==> src/rtl/qq_consts.svh <==
`ifndef QQ_CONSTS_SVH
`define QQ_CONSTS_SVH

// Queue geometry shared by RTL and testbench

// Number of key slots in the sorted array
`define QQ_DEPTH 8

// Unsigned key width in bits
`define QQ_WIDTH 16

// Index and count width
// One bit wider than the slot address so a count of QQ_DEPTH fits
`define QQ_IDX_W 4

`endif

==> src/rtl/qq_pkg.sv <==
`default_nettype none

package qq_pkg;

  // Controller states
  // Enqueue walks fill -> compare -> (swap) -> inc ... -> tail write
  // Dequeue is a single shift cycle
  typedef enum logic [2:0] {
    idle        = 3'd0,
    fill_enq    = 3'd1,
    compare_enq = 3'd2,
    swap_enq    = 3'd3,
    cnt_inc     = 3'd4,
    write_tail  = 3'd5,
    deq_shift   = 3'd6
  } state_t;

  // Operation codes for the stimulus table
  typedef enum logic [1:0] {
    op_nop = 2'd0,
    op_enq = 2'd1,
    op_deq = 2'd2
  } op_t;

endpackage

`default_nettype wire

==> src/rtl/qq_ctrl_if.sv <==
`default_nettype none

// Control strobes from the sequencer to the datapath blocks
// All strobes are single-cycle levels, no handshake
interface qq_ctrl_if;

  // Load temp register from data_in
  logic temp_load;
  // Exchange temp register with slot at the walk index
  logic swap;
  // Walk index advance and clear
  logic idx_inc;
  logic idx_clr;
  // Write temp into slot at count, count up
  logic tail_we;
  // Slots move down by one, count down
  logic shift;

  modport ctrl (
    output temp_load, swap, idx_inc, idx_clr, tail_we, shift
  );

  // Storage only cares about data movement
  modport store (
    input temp_load, swap, tail_we, shift
  );

  // Index block tracks walk position and occupancy
  modport index (
    input idx_inc, idx_clr, tail_we, shift
  );

endinterface

`default_nettype wire

==> src/rtl/qq_store.sv <==
`default_nettype none

`include "qq_consts.svh"

module qq_store (
  input  wire logic                 clk,
  input  wire logic                 rst,
  input  wire logic [`QQ_WIDTH-1:0] data_in,
  input  wire logic [`QQ_IDX_W-1:0] idx,
  input  wire logic [`QQ_IDX_W-1:0] count,
  qq_ctrl_if.store                  ctl,
  output logic                      result,
  output logic      [`QQ_WIDTH-1:0] data_out,
  output logic                      out_valid
);

  ////////////////////////////////////////////////////////////////////////////
  // Storage
  ////////////////////////////////////////////////////////////////////////////

  // Sorted slots, slot 0 is the minimum
  logic [`QQ_WIDTH-1:0] slot [`QQ_DEPTH];
  // Key being carried along the walk
  logic [`QQ_WIDTH-1:0] temp;
  // Slot under the walk index
  logic [`QQ_WIDTH-1:0] sel;

  // Index mux over the occupied range
  // Index at or past depth reads as zero, only reached when done is set
  always_comb
  begin
    sel = '0;
    for (int i = 0; i < `QQ_DEPTH; i++)
    begin
      if (idx == `QQ_IDX_W'(i))
        sel = slot[i];
    end
  end

  // Strictly less so equal keys stay behind earlier arrivals
  assign result = temp < sel;

  // Temp register
  always_ff @(posedge clk)
  begin
    if (ctl.temp_load)
      temp <= data_in;
    else if (ctl.swap)
      temp <= sel;
  end

  // Slot array updates, at most one strobe per cycle
  always_ff @(posedge clk)
  begin
    if (ctl.shift)
    begin
      // Whole array moves down in one cycle
      for (int i = 0; i < `QQ_DEPTH - 1; i++)
        slot[i] <= slot[i+1];
    end
    else if (ctl.swap)
    begin
      for (int i = 0; i < `QQ_DEPTH; i++)
      begin
        if (idx == `QQ_IDX_W'(i))
          slot[i] <= temp;
      end
    end
    else if (ctl.tail_we)
    begin
      // First free slot is at count
      for (int i = 0; i < `QQ_DEPTH; i++)
      begin
        if (count == `QQ_IDX_W'(i))
          slot[i] <= temp;
      end
    end
  end

  ////////////////////////////////////////////////////////////////////////////
  // Head output
  ////////////////////////////////////////////////////////////////////////////

  // Head copy follows every write into slot 0
  // Ready on the cycle the shift strobe fires
  always_ff @(posedge clk)
  begin
    if (rst)
      data_out <= '0;
    else if (ctl.shift && count > `QQ_IDX_W'(1))
      data_out <= slot[1];
    else if (ctl.swap && idx == '0)
      data_out <= temp;
    else if (ctl.tail_we && count == '0)
      data_out <= temp;
  end

  // One-cycle valid pulse with the shift
  assign out_valid = ctl.shift;

  // Walk never swaps beyond the occupied slots
  assert property (@(posedge clk) disable iff (rst)
    ctl.swap |-> (idx < count))
    else $error("swap with idx %0d at or past count %0d", idx, count);

endmodule

`default_nettype wire

==> src/rtl/qq_index.sv <==
`default_nettype none

`include "qq_consts.svh"

module qq_index (
  input  wire logic                 clk,
  input  wire logic                 rst,
  qq_ctrl_if.index                  ctl,
  output logic      [`QQ_IDX_W-1:0] idx,
  output logic      [`QQ_IDX_W-1:0] count,
  output logic                      done,
  output logic                      full,
  output logic                      empty
);

  // Walk index
  // Cleared at the start of every enqueue
  always_ff @(posedge clk)
  begin
    if (rst)
      idx <= '0;
    else if (ctl.idx_clr)
      idx <= '0;
    else if (ctl.idx_inc)
      idx <= idx + `QQ_IDX_W'(1);
  end

  // Occupancy count
  // Up on tail write, down on shift
  always_ff @(posedge clk)
  begin
    if (rst)
      count <= '0;
    else if (ctl.tail_we)
      count <= count + `QQ_IDX_W'(1);
    else if (ctl.shift)
      count <= count - `QQ_IDX_W'(1);
  end

  // Walk finished once every occupied slot was compared
  assign done  = idx == count;

  // Occupancy flags
  assign full  = count == `QQ_IDX_W'(`QQ_DEPTH);
  assign empty = count == '0;

  // Count stays within the array
  assert property (@(posedge clk) disable iff (rst)
    count <= `QQ_IDX_W'(`QQ_DEPTH))
    else $error("count %0d exceeds depth", count);

  // Controller must not write a tail into a full array or shift an empty one
  assert property (@(posedge clk) disable iff (rst)
    (ctl.tail_we |-> !full) and (ctl.shift |-> !empty))
    else $error("tail write while full or shift while empty");

endmodule

`default_nettype wire

==> src/rtl/qq_control.sv <==
`default_nettype none

module qq_control (
  input  wire logic clk,
  input  wire logic rst,
  input  wire logic enq,
  input  wire logic deq,
  input  wire logic result,
  input  wire logic done,
  input  wire logic full,
  input  wire logic empty,
  qq_ctrl_if.ctrl   ctl,
  output logic      busy
);

  ////////////////////////////////////////////////////////////////////////////
  // State register
  ////////////////////////////////////////////////////////////////////////////

  qq_pkg::state_t state;
  qq_pkg::state_t next;

  always_ff @(posedge clk)
  begin
    if (rst)
      state <= qq_pkg::idle;
    else
      state <= next;
  end

  ////////////////////////////////////////////////////////////////////////////
  // Next state
  ////////////////////////////////////////////////////////////////////////////

  always_comb
  begin
    next = state;
    case (state)
      qq_pkg::idle:
      begin
        // Dequeue has priority, the enqueue is dropped
        if (deq)
        begin
          if (!empty)
            next = qq_pkg::deq_shift;
        end
        else if (enq && !full)
          next = qq_pkg::fill_enq;
      end

      // Temp loaded, index cleared
      qq_pkg::fill_enq:
        next = qq_pkg::compare_enq;

      qq_pkg::compare_enq:
      begin
        // Past the last occupied slot, temp goes to the tail
        if (done)
          next = qq_pkg::write_tail;
        else if (result)
          next = qq_pkg::swap_enq;
        else
          next = qq_pkg::cnt_inc;
      end

      // Swap is always followed by the index step
      qq_pkg::swap_enq:
        next = qq_pkg::cnt_inc;

      qq_pkg::cnt_inc:
        next = qq_pkg::compare_enq;

      qq_pkg::write_tail:
        next = qq_pkg::idle;

      qq_pkg::deq_shift:
        next = qq_pkg::idle;

      default:
        next = qq_pkg::idle;
    endcase
  end

  ////////////////////////////////////////////////////////////////////////////
  // Strobe decode
  ////////////////////////////////////////////////////////////////////////////

  // Moore outputs, one state per datapath action
  assign ctl.temp_load = state == qq_pkg::fill_enq;
  assign ctl.idx_clr   = state == qq_pkg::fill_enq;
  assign ctl.swap      = state == qq_pkg::swap_enq;
  assign ctl.idx_inc   = state == qq_pkg::cnt_inc;
  assign ctl.tail_we   = state == qq_pkg::write_tail;
  assign ctl.shift     = state == qq_pkg::deq_shift;

  // Busy covers the whole operation after the request cycle
  assign busy = state != qq_pkg::idle;

  // Datapath is quiet whenever the sequencer is idle
  assert property (@(posedge clk) disable iff (rst)
    (state == qq_pkg::idle) |->
      !(ctl.temp_load || ctl.swap || ctl.idx_inc ||
        ctl.idx_clr || ctl.tail_we || ctl.shift))
    else $error("strobe active in idle");

endmodule

`default_nettype wire

==> src/rtl/quickq_top.sv <==
`default_nettype none

`include "qq_consts.svh"

module quickq_top (
  input  wire logic                 clk,
  input  wire logic                 rst,
  input  wire logic                 enq,
  input  wire logic                 deq,
  input  wire logic [`QQ_WIDTH-1:0] data_in,
  output logic      [`QQ_WIDTH-1:0] data_out,
  output logic                      out_valid,
  output logic                      busy,
  output logic      [`QQ_IDX_W-1:0] count,
  output logic                      full,
  output logic                      empty
);

  // Sequencer to datapath strobes
  qq_ctrl_if ctl_if ();

  // Datapath results back to the sequencer
  logic                 result;
  logic                 done;
  // Walk position into storage
  logic [`QQ_IDX_W-1:0] idx;

  qq_control u_control (
    .clk    (clk),
    .rst    (rst),
    .enq    (enq),
    .deq    (deq),
    .result (result),
    .done   (done),
    .full   (full),
    .empty  (empty),
    .ctl    (ctl_if),
    .busy   (busy)
  );

  qq_store u_store (
    .clk       (clk),
    .rst       (rst),
    .data_in   (data_in),
    .idx       (idx),
    .count     (count),
    .ctl       (ctl_if),
    .result    (result),
    .data_out  (data_out),
    .out_valid (out_valid)
  );

  qq_index u_index (
    .clk   (clk),
    .rst   (rst),
    .ctl   (ctl_if),
    .idx   (idx),
    .count (count),
    .done  (done),
    .full  (full),
    .empty (empty)
  );

endmodule

`default_nettype wire

==> config.mk <==
export PLATFORM = sky130hd
export DESIGN_NAME = quickq_top
export DESIGN_NICKNAME = d
export VERILOG_FILES = /design/src/rtl/qq_pkg.sv /design/src/rtl/qq_ctrl_if.sv /design/src/rtl/qq_store.sv /design/src/rtl/qq_index.sv /design/src/rtl/qq_control.sv /design/src/rtl/quickq_top.sv
export VERILOG_INCLUDE_DIRS = /design/src /design/src/rtl
export SDC_FILE = /design/constraint.sdc
export NUM_CORES = 1
export LEC_CHECK = 0
export ABC_AREA = 1
export BUFFER_PORTS_ARGS = -buffer_cell sky130_fd_sc_hd__buf_2
export CAP_MARGIN = 5
export CORE_ASPECT_RATIO = 0.8
export CORE_MARGIN = 3
export CORE_UTILIZATION = 30
export CTS_BUF_LIST = sky130_fd_sc_hd__clkbuf_4
export DETAILED_ROUTE_END_ITERATION = 7
export GPL_TIMING_DRIVEN = 0
export PLACE_DENSITY = 0.43
export RECOVER_POWER = 50
export SYNTH_ARGS = -nofsm -noshare
export SYNTH_HDL_FRONTEND = slang
export SYNTH_SLANG_ARGS = --single-unit
==> constraint.sdc <==
create_clock -name clk -period 3.09 [get_ports clk]
set_clock_uncertainty 0.2 [all_clocks]
set_input_delay 0.4635 -clock clk [delete_from_list [all_inputs] [get_ports clk]]
set_output_delay 0.4635 -clock clk [all_outputs]
set_load 0.1 [all_outputs]
* After elaboration in Yosys (flattened, before gate mapping)
Memory sizes are Yosys's and may differ from the RTL's.
Cells that the tools add are included.
** Storage, ports and cells
- Input bits :: 20
- Bits in latches :: 0
- Flip-flop bits (word level) :: 43
- Memories :: 1
- Bits in writable memories :: 128
- Output and inout port bits :: 24
- Logic and storage cells :: 179
- Memory bits (read-only) :: 0
** Cells by class
- Add/subtract/negate cells :: 3
- Muxes and demuxes :: 113
- Multiply operators :: 0
- Equal/unequal tests :: 24
- Bitwise gates (word level) :: 15
- Shifts and indexed selects :: 0
- Magnitude comparators :: 2
- Div/mod/pow operators :: 0
- Reductions and logical operators :: 16
** Memories
- u_store.slot :: depth 8, bits a word 16, rd ports 8, clocked after Yosys merged registers in 0, wr ports 7, RTL line qq_store.sv:22 : logic [`QQ_WIDTH-1:0] slot [`QQ_DEPTH];
** Operators by type and width (number)
- 16-bit 2-to-1 mux :: 29
- 1-bit 2-to-1 mux :: 75
- 4-bit by 3-bit equality test with 1-bit output (second input constant) :: 8
- 3-bit 2-to-1 mux :: 6
- 4-bit by 2-bit equality test with 1-bit output (second input constant) :: 4
- 16-bit < comparator :: 1
- 16-bit OR reduction :: 1
- 1-bit bitwise OR :: 15
- 3-bit case mux with 4 select lines :: 1
- 3-bit equality test (second input constant) :: 3
- 4-bit by 1-bit adder with 4-bit output (second input constant) :: 2
- 4-bit by 1-bit equality test with 1-bit output (second input constant) :: 2
- 4-bit zero test :: 2
- 4-bit 2-to-1 mux :: 2
- 3-bit by 2-bit equality test with 1-bit output (second input constant) :: 2
- 3-bit nonzero test :: 2
- 4-bit equality test :: 1
- 4-bit equality test (second input constant) :: 1
- 4-bit by 1-bit greater-than comparator with 1-bit output (second input constant) :: 1
- 1-bit logical AND :: 4
- 2-bit nonzero test :: 2
- 2-bit OR reduction :: 2
- 4-bit by 1-bit subtractor with 4-bit output (second input constant) :: 1
- 3-bit by 1-bit equality test with 1-bit output (second input constant) :: 1
- other kinds (5) :: 5

* Longest topological paths before layout
- Word-level depth :: 13
- Depth in mapped cells :: 26
- Depth with buffers taken out :: 25

* Modules after synthesis
A second synthesis with hierarchy kept.
** Second synthesis, totals
- Cells, all modules :: 955
- Area, all modules :: 8654.6 um^2
** Modules (own cells, without submodules)
- qq_store :: times used 1, seq. area each 4644.5 um^2, cells each 847, area an instance 7911.3 um^2
- qq_index :: times used 1, seq. area each 160.2 um^2, cells each 65, area an instance 498.0 um^2
- qq_control :: times used 1, seq. area each 60.1 um^2, cells each 43, area an instance 245.2 um^2

* Worst setup path before layout
Ideal clock, no wire load.
- Path kind :: register to register
- From :: register u_index.count[3]
- To :: register u_control.state[0]
- Required time :: 2.765 ns
- Arrival :: 3.762 ns
- Stages on the path, launching flop included :: 8
- Period minus slack after synthesis :: 4.088 ns
- Path buffers :: 0
- Library setup time :: 0.125 ns
- Slack :: -0.998 ns
- Path through :: dfxtp_1 -> inv_1 -> nor3_1 -> nor2_1 -> o32ai_1 -> nor2_1 -> nand2_1 -> nor2_2
** On the way
- Word-level cells in the longest chain between the ends :: 5
- Elaborated cells between the ends (all ways) :: 10
- Classes of those cells :: eq/ne: 4; mux: 2; reduce/logical: 4
** RTL lines
- from (decl) :: RTL line qq_index.sv:10 : output logic [`QQ_IDX_W-1:0] count,
- from (signal assigned) :: RTL line qq_index.sv:35 : count <= count + `QQ_IDX_W'(1);
- from (signal assigned) :: RTL line qq_index.sv:37 : count <= count - `QQ_IDX_W'(1);
- 4-bit equality test :: RTL line qq_index.sv:44 : assign full = count == `QQ_IDX_W'(`QQ_DEPTH);
- net full :: RTL line quickq_top.sv:15 : output logic full,
- 1-bit zero test :: RTL line qq_control.sv:47 : else if (enq && !full)
- 1-bit logical AND :: RTL line qq_control.sv:47
- 3-bit by 2-bit inequality test with 1-bit output (no line)
- 2-bit AND reduction (no line)
- to (signal assigned) :: RTL line qq_control.sv:26 : state <= qq_pkg::idle;
- to (signal assigned) :: RTL line qq_control.sv:28 : state <= next;
- to (decl) :: RTL line qq_control.sv:20 : qq_pkg::state_t state;
The timed path passes the listed nets, and every way through them passes these cells.
A chain may end at the register's enable or synchronous reset.

* Final worst setup path
- From :: register u_index.idx[1]
- To :: register u_control.state[0]
** On the way
- Word-level cells in the longest chain between the ends :: 13
- Elaborated cells between the ends (all ways) :: 21
- Classes of those cells :: order compare: 1; eq/ne: 8; mux: 11; reduce/logical: 1
** RTL lines
- from (decl) :: RTL line qq_index.sv:9 : output logic [`QQ_IDX_W-1:0] idx,
- from (signal assigned) :: RTL line qq_index.sv:25 : idx <= idx + `QQ_IDX_W'(1);
- 4-bit zero test :: RTL line qq_store.sv:35 : if (idx == `QQ_IDX_W'(i))
- 16-bit 2-to-1 mux (8 in series) :: RTL line qq_store.sv:35
- 16-bit < comparator :: RTL line qq_store.sv:41 : assign result = temp < sel;
- 3-bit 2-to-1 mux :: RTL line qq_control.sv:60 : else if (result)
- 3-bit 2-to-1 mux (*) :: RTL line qq_control.sv:58 : if (done)
- 3-bit case mux with 4 select lines (*) :: RTL line qq_control.sv:38 : case (state)
Every way passes the cells marked *; elsewhere a longest branch is shown, timed or not.

==> flow_summary.yaml <==
sta:
  timing.final.crit_share_pct: 113
  tns_ns: -3.11
  finalCriticalPeriod_ns: 3.48
  whs_ns: 0.0744
  relSlewSlack_pct: 21.2
  finalWorstSetupSlack_ns: -0.388
  finalSetupViolCount: 19
  slew_violations: 0
  tightest_slew_ns: 1.19
  rsz0062_at_grt: "true"
  hold_viol: 0
  fmax_mhz: 288
floorplan:
  rows: 55
  io-pin-count: 44
  die_x_um: 197
  core-area_sq_um: 28600
  die_area_sq_um: 31400
  die_h_um: 159
  start_util_pct: 30.8
synth:
  syn_nets: 1008
  synth_area_leaders: "edfxtp_1 49%, nand2_1 9.9%, o21ai_0 6.7%"
  synthArstFlopShare_pct: 0
  yosysWarnings: 0
  synth.distinct_cells: 44
  synth-main-ff-cell: "edfxtp_1"
  syn_area_per_cell_sq_um: 9.12
  netlist_area_sq_um: 8800
  syn_inst: 965
  synth_edf_count: 144
  synth_top_area_share_pct: 49.1
  synth-seq-cells: 171
  yosysSeqAreaShare_pct: 55.3
  synth_top_area_cell: "edfxtp_1"
cells_and_area:
  final_cells: 1456
  area_growth_pct: 20.4
  fill_cells: 2957
  fin_nets: 1115
  drive_gt1_share_pct: 19.8
  post-route-util_pct: 37.1
  finalInstanceArea_sq_um: 10600
hold_path:
  worstHoldStart: "deq"
  min_path_cells: 5
  hold_path_end: "u_control.state[0]$_SDFFE_PP0P_"
  hp-class: "in -> reg"
setup_path:
  endpoint_kind: "register"
  worstPathMaxFanout: 6
  crit_path_start_kind: "register"
  rr_endpoint: "u_control.state[0]$_SDFFE_PP0P_"
  criticalPathCategory: "reg -> reg"
  timing.rr.start: "u_index.idx[1]$_SDFFE_PP0N_"
  reg2reg_depth: 23
  critPathArrivalTime_ns: 3.79
  cp_data_required_time_ns: 3.40
  r2r_slack_ns: -0.39
placed_design:
  place_inst: 1381
  gp_congestion: 0.819
  hpwl_um: 20000
  dpl_worst_slack_ns: -0.909
  place_area_sq_um: 9540
  io_buffers: 43
power_and_ir_drop:
  power.leakage_nw: 4.05
  p_total_mw: 9.16
  power_density_nw_per_um2: 865
  irDropWorstVdd_uv: 474
grt:
  antenna_found_initial: 1
  grt_usage_pct: 16.1
  grt_use_met3_pct: 3.09
  grt_pass1_vias: 6216
  grt_util_met1_pct: 26.1
  overflow: 0
  grt-busiest-layer: "met1"
  grt_max_degree: 17
  grtUsageMet2_pct: 21.3
  grt_pass1_wl_um: 38000
routing:
  wl_per_cell_um: 17.3
  vias: 6751
  viasPerCell: 4.64
  drcViolationCount: 0
  drt_iter0_drc: 411
  drt-total-wl_um: 25300
  dr.pass1.iters: 5
  ant_nets: 0
clocking:
  cts_buffers: 17
  htreeDepth: 4
  cts_tree: "done"
  cts.path.max_buffers: 2
  ctsRootBufferMaster: "clkbuf_4"
  clkSinkCount: 171
  path_clk_slew_ns: 0.15
  clock_latency_ns: 0.58
job:
  cap_violations: 0
outcome:
  status: "complete, but fails checks"
  failed_checks: "setup timing"
area by class of cell:
cell class	count	area, sq um	area share, %
Tap cell	370	463	4.37
Antenna cell	2	5.00	0.0473
Buffer	46	269	2.54
Clock buffer	18	135	1.28
Multi-Input combinational cell	641	3660	34.6
Sequential cell	171	4870	46.0
Inverter	108	420	3.97
Clock inverter	13	151	1.43
Timing Repair Buffer	87	607	5.73
Yosys cell counts (2+ instances only):
| library cell | n |
|---|---|
| inv_1 | 103 |
| nor2_1 | 56 |
| edfxtp_1 | 144 |
| nor2_4 | 2 |
| or2_2 | 4 |
| nand4_1 | 4 |
| o21ai_1 | 13 |
| nor3_1 | 4 |
| a211oi_1 | 3 |
| o21ai_0 | 117 |
| clkbuf_1 | 20 |
| a221oi_1 | 2 |
| buf_4 | 6 |
| nand2_1 | 231 |
| buf_1 | 5 |
| nand2_2 | 5 |
| o211ai_1 | 33 |
| buf_2 | 13 |
| nand3_1 | 35 |
| nor2_2 | 5 |
| o221ai_1 | 13 |
| inv_4 | 2 |
| dfxtp_1 | 27 |
| inv_2 | 3 |
| nor4_1 | 2 |
| ha_1 | 23 |
| xnor2_1 | 4 |
| o21a_1 | 2 |
| a21oi_1 | 69 |
how the worst max path moves through the flow:
stage | start | to | slack, ns | cells past startpoint
2_1_floorplan | u_index.idx[1]$_SDFFE_PP0N_ | u_control.state[2]$_SDFFE_PP0P_ | 0.03 | 22
3_3_place_gp | u_index.idx[1]$_SDFFE_PP0N_ | u_control.state[2]$_SDFFE_PP0P_ | -0.92 | 22
3_5_place_dp | u_index.idx[1]$_SDFFE_PP0N_ | u_control.state[2]$_SDFFE_PP0P_ | -0.91 | 22
4_1_cts | u_index.idx[1]$_SDFFE_PP0N_ | u_control.state[2]$_SDFFE_PP0P_ | -0.48 | 22
5_1_grt | u_index.idx[0]$_SDFFE_PP0N_ | u_control.state[0]$_SDFFE_PP0P_ | -0.64 | 24
6_report | u_index.idx[1]$_SDFFE_PP0N_ | u_control.state[0]$_SDFFE_PP0P_ | -0.39 | 23
registers in the layout, summed over array words and instances, names as in the netlist:
signal	count
u_store.slot	128
u_index.count	4
u_index.idx	4
u_store.temp	16
u_control.state	3
u_store.data_out	16
cell families (layout without fill, tap and decap cells):
| family | count (synthesis) | in the layout | synth area share, % |
|---|---|---|---|
| other | 0 | 2 | 0 |
| adder cells (fa/ha/maj) | 23 | 23 | 3.27 |
| flip-flops | 171 | 171 | 55.3 |
| AND/OR/NAND/NOR | 353 | 354 | 16.8 |
| XOR/XNOR | 4 | 4 | 0.398 |
| AO/OA/AOI/OAI | 260 | 260 | 16.9 |
| buffers and inverters | 154 | 272 | 7.28 |
metal layers:
layer	vias up	wire length (um)
li1	3545	-
met1	3060	14000
met2	125	9830
met3	21	999
met4	0	439
met5	-	0
layout by cell type, fill, tap and decap left out, types with 7 or more instances in the layout:
cell type      synthesis  final
a21oi_1               69     46
a21oi_2                1     24
buf_2                 13     36
buf_4                  6     27
clkbuf_1              20     35
clkbuf_4               0     19
dfxtp_1               27     23
dlygate4sd3_1          0     17
edfxtp_1             144    144
ha_1                  23     17
inv_1                103    100
nand2_1              231    220
nand2_2                5     12
nand3_1               35     29
nand3_2                1      7
nor2_1                56     48
nor2_2                 5     10
o211ai_1              33     33
o21ai_0              117    111
o21ai_1               13     17
o221ai_2               0     11
power breakdown:
group	leakage (nW)	internal, mW	switching [mW]	total (mW)
clock network	0.157	0.560	0.828	1.39
logic	2.38	1.68	2.89	4.57
registers	1.52	2.94	0.273	3.21
total	4.05	5.17	3.99	9.16
repair_timing:
item | 4_1_cts | 5_1_grt
setup buffers | 13 | 11
hold endpoints to repair | 19 | 0
pin swaps | 13 | 62
setup endpoints to repair | 4 | 20
gates cloned | 1 | 0
hold buffers | 17 | 0
gates resized for setup | 33 | 80
critical path: stages (launching register included):
cell and delay (ns):
dfxtp_4 0.40, inv_4 0.04, ha_4 0.16, clkinvlp_4 0.08, nor3_4 0.04, buf_4 0.17
buf_6 0.13, buf_12 0.12, nand2_1 0.05, nand3_1 0.10, o211ai_1 0.15, o221ai_2 0.17
a21oi_2 0.19, nor2_1 0.07, a21oi_1 0.21, ha_1 0.31, a21oi_1 0.16, o221a_2 0.25
nand2_2 0.05, nand2_1 0.05, nand2_1 0.06, nand2_1 0.06, nand2_1 0.05, nor2_2 0.09
(Power assumes the default switching activity.)
